<file path="src/ddr_pkg.sv">
// Shared widths, types and register map of the DDR-style controller.
// Every RTL file imports this package inside its module body.

package ddr_pkg;

    // Memory geometry, address is {row, col, bank} from MSB to LSB
    localparam int NUM_BANKS    = 4;
    localparam int BANK_W       = 2;
    localparam int ROW_W        = 4;
    localparam int COL_W        = 4;
    localparam int ADDR_W       = 10;
    localparam int DATA_W       = 32;
    localparam int BANK_DEPTH   = 2 ** (ROW_W + COL_W);

    localparam int CNT_W        = 16;
    localparam int CALIB_CYCLES = 16;
    localparam int CALIB_W      = $clog2(CALIB_CYCLES);
    localparam int APB_ADDR_W   = 5;

    typedef logic [ADDR_W-1:0]     addr_t;
    typedef logic [DATA_W-1:0]     data_t;
    typedef logic [ROW_W-1:0]      row_t;
    typedef logic [COL_W-1:0]      col_t;
    typedef logic [BANK_W-1:0]     bank_idx_t;
    typedef logic [CNT_W-1:0]      cnt_t;
    typedef logic [APB_ADDR_W-1:0] apb_addr_t;

    typedef enum logic [1:0] {
        CAL_IDLE,
        CAL_RUN,
        CAL_DONE
    } calib_state_t;

    // APB register offsets
    localparam apb_addr_t REG_STATUS   = 5'h00;
    localparam apb_addr_t REG_HIT_CNT  = 5'h04;
    localparam apb_addr_t REG_MISS_CNT = 5'h08;
    localparam apb_addr_t REG_DROP_CNT = 5'h0C;
    localparam apb_addr_t REG_CTRL     = 5'h10;

endpackage
</file>
<file path="src/apb_ddr_regs.sv">
// APB status and statistics registers of the memory controller.
// Zero wait states: writes land at the end of the access phase and
// read data is decoded combinationally from the address.

`timescale 1ns/1ns

module apb_ddr_regs (
    input  logic                i_clk,
    input  logic                i_arst_n,
    input  logic                i_apb_psel,
    input  logic                i_apb_penable,
    input  logic                i_apb_pwrite,
    input  ddr_pkg::apb_addr_t  i_apb_paddr,
    input  ddr_pkg::data_t      i_apb_pwdata,
    output ddr_pkg::data_t      o_apb_prdata,
    input  logic                i_init_calib_done,
    input  logic                i_hit,
    input  logic                i_miss,
    input  logic                i_drop
);
    import ddr_pkg::*;

    cnt_t  hit_cnt;
    cnt_t  miss_cnt;
    cnt_t  drop_cnt;
    logic  apb_wr;
    logic  cnt_clear;

    assign apb_wr    = i_apb_psel && i_apb_penable && i_apb_pwrite;
    assign cnt_clear = apb_wr && (i_apb_paddr == REG_CTRL) && i_apb_pwdata[0];

    // Counters wrap on overflow; a clear takes priority over a new event
    always_ff @(posedge i_clk or negedge i_arst_n) begin
        if (!i_arst_n) begin
            hit_cnt  <= '0;
            miss_cnt <= '0;
            drop_cnt <= '0;
        end else if (cnt_clear) begin
            hit_cnt  <= '0;
            miss_cnt <= '0;
            drop_cnt <= '0;
        end else begin
            if (i_hit) begin
                hit_cnt <= hit_cnt + 1'b1;
            end
            if (i_miss) begin
                miss_cnt <= miss_cnt + 1'b1;
            end
            if (i_drop) begin
                drop_cnt <= drop_cnt + 1'b1;
            end
        end
    end

    // Read decode
    always_comb begin
        o_apb_prdata = '0;
        if (i_apb_psel && !i_apb_pwrite) begin
            case (i_apb_paddr)
                REG_STATUS:   o_apb_prdata = DATA_W'(i_init_calib_done);
                REG_HIT_CNT:  o_apb_prdata = DATA_W'(hit_cnt);
                REG_MISS_CNT: o_apb_prdata = DATA_W'(miss_cnt);
                REG_DROP_CNT: o_apb_prdata = DATA_W'(drop_cnt);
                default:      o_apb_prdata = '0;
            endcase
        end
    end

    a_penable_with_psel: assert property (
        @(posedge i_clk) disable iff (!i_arst_n)
        i_apb_penable |-> i_apb_psel
    );

endmodule

</file>
<file path="config.mk">
export PLATFORM = sky130hd
export DESIGN_NAME = apb_ddr_regs
export DESIGN_NICKNAME = d
export VERILOG_FILES = /design/src/ddr_pkg.sv /design/src/apb_ddr_regs.sv
export SDC_FILE = /design/constraint.sdc
export NUM_CORES = 1
export LEC_CHECK = 0
export ABC_AREA = 1
export CORE_MARGIN = 2
export CORE_UTILIZATION = 62
export DETAILED_ROUTE_END_ITERATION = 6
export DONT_BUFFER_PORTS = 1
export GPL_TIMING_DRIVEN = 0
export HOLD_SLACK_MARGIN = 0.03
export PLACE_DENSITY = 0.9
export SLEW_MARGIN = 10
export SYNTH_ARGS = -nofsm -noshare
export SYNTH_HDL_FRONTEND = slang
export SYNTH_SLANG_ARGS = --single-unit
</file>
<file path="constraint.sdc">
create_clock -name i_clk -period 3.3 [get_ports i_clk]
set_input_delay 0.33 -clock i_clk [delete_from_list [all_inputs] [get_ports i_clk]]
set_output_delay 0.33 -clock i_clk [all_outputs]
set_load 0.03 [all_outputs]
</file>
==> reports/metrics.cfg <==
[floorplanning]
die_y_um=78.2
die-area_um2=6110
rows=27
die_w_um=78.2
fp.coreArea_um2=5410
start_util=0.631
io_pins=78

[detailed_routing]
wire_per_inst_um=13.6
drtIter0Drc=344
route.antenna.remaining_nets=0
route.vias.total=3434
drt_wl_total_mm=8.34
avgViaCountPerCell=5.61
drcViolationCount=0
dr.pass1.iters=5

[clocking]
worstSkewPairLatency_ns=0.31
htreeDepth=2
cts_setup_buffers=0
root_buffer=clkbuf_8
cts_buffers=5
cts_tree=built
clock-sinks=48
cts.clk_slew.worst_paths_ns=0.09
clk_path_buf_depth=2

[placement]
placed_area_um2=3560
dpl.hpwl_mm=6.26
dp_cells=602
dp_slack_ns=1.54
io_buffers=0
place.gp.congestion=0.879

[yosys]
synth_top_area_cell=dfrtp_1
synth_edf_count=0
synth_cells=515
synth.avg_cell_area_um2=6.63
synth_cell_types=28
synthesis.area_um2=3410
synthArstFlopShare=1.00
synth_area_leaders=dfrtp_1 (35%), nand2_1 (15%), nor2_1 (11%), nand4_1 (6.4%), inv_1 (6.2%)
ys_ff_latch=48
synth_top_area_frac=0.352
synth_ff_type=dfrtp_1
yosysWarningCount=0
ys_seq_area_frac=0.352

[cells_and_area]
num_antenna_cells=0
area_growth_pct=8.03
drive_gt1_frac=0.0907
nNetsFinal=588
stdcell_count=612
final_common_cell=nand2_1
most-common-layout-cells=nand2_1 (134), nor2_1 (98), inv_1 (56), dfrtp_1 (48), nand3_1 (38)
design_area_um2=3690
fillers=479
multi_input_area_um2=1820
layout.area.seq_um2=1200

[power]
p_seq_frac=0.513
p_sw_uw=699
p_comb_frac=0.277
irDropWorstVdd_mv=0.398
p_leak_nw=1.95
p_clk_frac=0.210
p_int_mw=1.07
p_per_area_nw_per_um2=478
p_sw_frac=0.396

[status]
status=complete, no violations

[global_routing]
grt_start_max_net_pins=49
grt_usage=0.288
grt_pass1_vias=3070
grt_pass1_wl_mm=13.9
antenna_found_initial=0
gr-total-overflow=0

[sta]
finalHoldViolCount=0
fmax_ghz=0.552
fin_crit_ns=1.81
tns_ns=0
timing.slew.headroom=0.465
finalCritPeriodShare=0.549
clock_skew_ns=0.00943
setup_violations=0
layout_setup_ws_ns=1.49
maxSlewViolCount=0
rsz0062_at_grt=false
worstMarginPinSlew_ns=0.795

[setup_path]
endpoint=o_apb_prdata[12]
rr_worst_depth=7
reg2reg_to=drop_cnt[10]$_DFFE_PN0P_
end_kind=primary output
path_max_fanout=10
critical_path_arrival_ns=1.48
crit_type=input port to primary output
cp.required_ns=2.97
r2r-start=drop_cnt[1]$_DFFE_PN0P_
reg2reg_slack_ns=1.78
cp-start-kind=input port
startpoint=i_apb_paddr[2]

[flow_run]
max_cap_violations=0

[worst_hold_path]
hold_path_class=input port to flop

-- timing repair --
action / CTS / global route
hold buffers: 2 / 0
gates resized for setup: 0 / 0
hold endpoints to repair: 48 / 0
endpoints found under the setup margin: 0 / 0
-- area by class of cell --
type | instances | share of cell area
timing repair buffer | 2 | 0.0102
multi-input combinational | 390 | 0.494
clock buffer | 8 | 0.0244
sequential | 48 | 0.326
tap | 72 | 0.0244
inverter | 59 | 0.0601
buffer | 33 | 0.0614
-- per-stage QoR --
step | utilization | hold slack, ns | power [mW]
5_1_grt | 0.682 | 0.161 | 1.88
3_5_place_dp | 0.659 | 0.0359 | 1.37
4_1_cts | 0.682 | 0.160 | 1.75
2_1_floorplan | - | 0.0344 | 1.24
3_3_place_gp | 0.659 | 0.0360 | 1.33
6_report | 0.682 | 0.162 | 1.76
-- worst max-delay path, cell delays in order --
cell	delay [ns]
buf_2	0.15
clkbuf_1	0.36
nand4_1	0.21
nand3_1	0.13
nand2_1	0.06
inv_1	0.24
-- worst min-delay path by stage --
stage          startpoint                       to  depth (start not counted)
4_1_cts            i_drop  drop_cnt[1]$_DFFE_PN0P_                          2
5_1_grt            i_drop  drop_cnt[1]$_DFFE_PN0P_                          2
3_3_place_gp     i_arst_n  drop_cnt[1]$_DFFE_PN0P_                          0
2_1_floorplan    i_arst_n  drop_cnt[0]$_DFFE_PN0P_                          0
6_report           i_drop  drop_cnt[1]$_DFFE_PN0P_                          2
3_5_place_dp     i_arst_n  drop_cnt[1]$_DFFE_PN0P_                          0
-- cells in the mapped netlist, types with 2 or more instances --
| cell type | instances |
|---|---|
| o21ai_0 | 11 |
| nor2_1 | 98 |
| buf_2 | 7 |
| nand3_1 | 38 |
| buf_4 | 19 |
| o21bai_1 | 6 |
| ha_1 | 3 |
| nor3b_1 | 12 |
| nor2_4 | 6 |
| buf_6 | 3 |
| nand2_2 | 2 |
| nand4_1 | 35 |
| nor4_1 | 2 |
| a21oi_1 | 13 |
| inv_1 | 56 |
| nand2_1 | 134 |
| inv_2 | 3 |
| dfrtp_1 | 48 |
| clkbuf_1 | 3 |
| nor3_1 | 8 |
-- kinds of logic after synthesis --
kind of cell,synth area share
AND/OR/NAND/NOR,0.449
other,0.00110
XOR/XNOR,0.00257
buffers and inverters,0.131
multiplexers,0.00293
AO/OA/AOI/OAI,0.0502
adder cells (fa/ha/maj),0.0110
flip-flops,0.352
-- power groups by stage --
stage	clock network [mW]	logic, mW	registers [mW]
after global placement	0	0.434	0.900
after floorplan	0	0.391	0.851
final	0.371	0.488	0.905
after global routing	0.391	0.562	0.924
after CTS	0.374	0.480	0.899
after detailed placement	0	0.459	0.908
-- flip-flops by register name, summed over array words and instances, names as in the netlist --
name and flops:
drop_cnt 16, hit_cnt 16, miss_cnt 16
-- metal layers --
| metal | share of wire | track usage |
|---|---|---|
| met1 | 0.42 | 0.370 |
| met2 | 0.48 | 0.485 |
| met3 | 0.071 | 0.0460 |
| met4 | 0.028 | 0.118 |
| met5 | 0 | 0 |
Note: power is estimated with default switching activity, not from simulation.
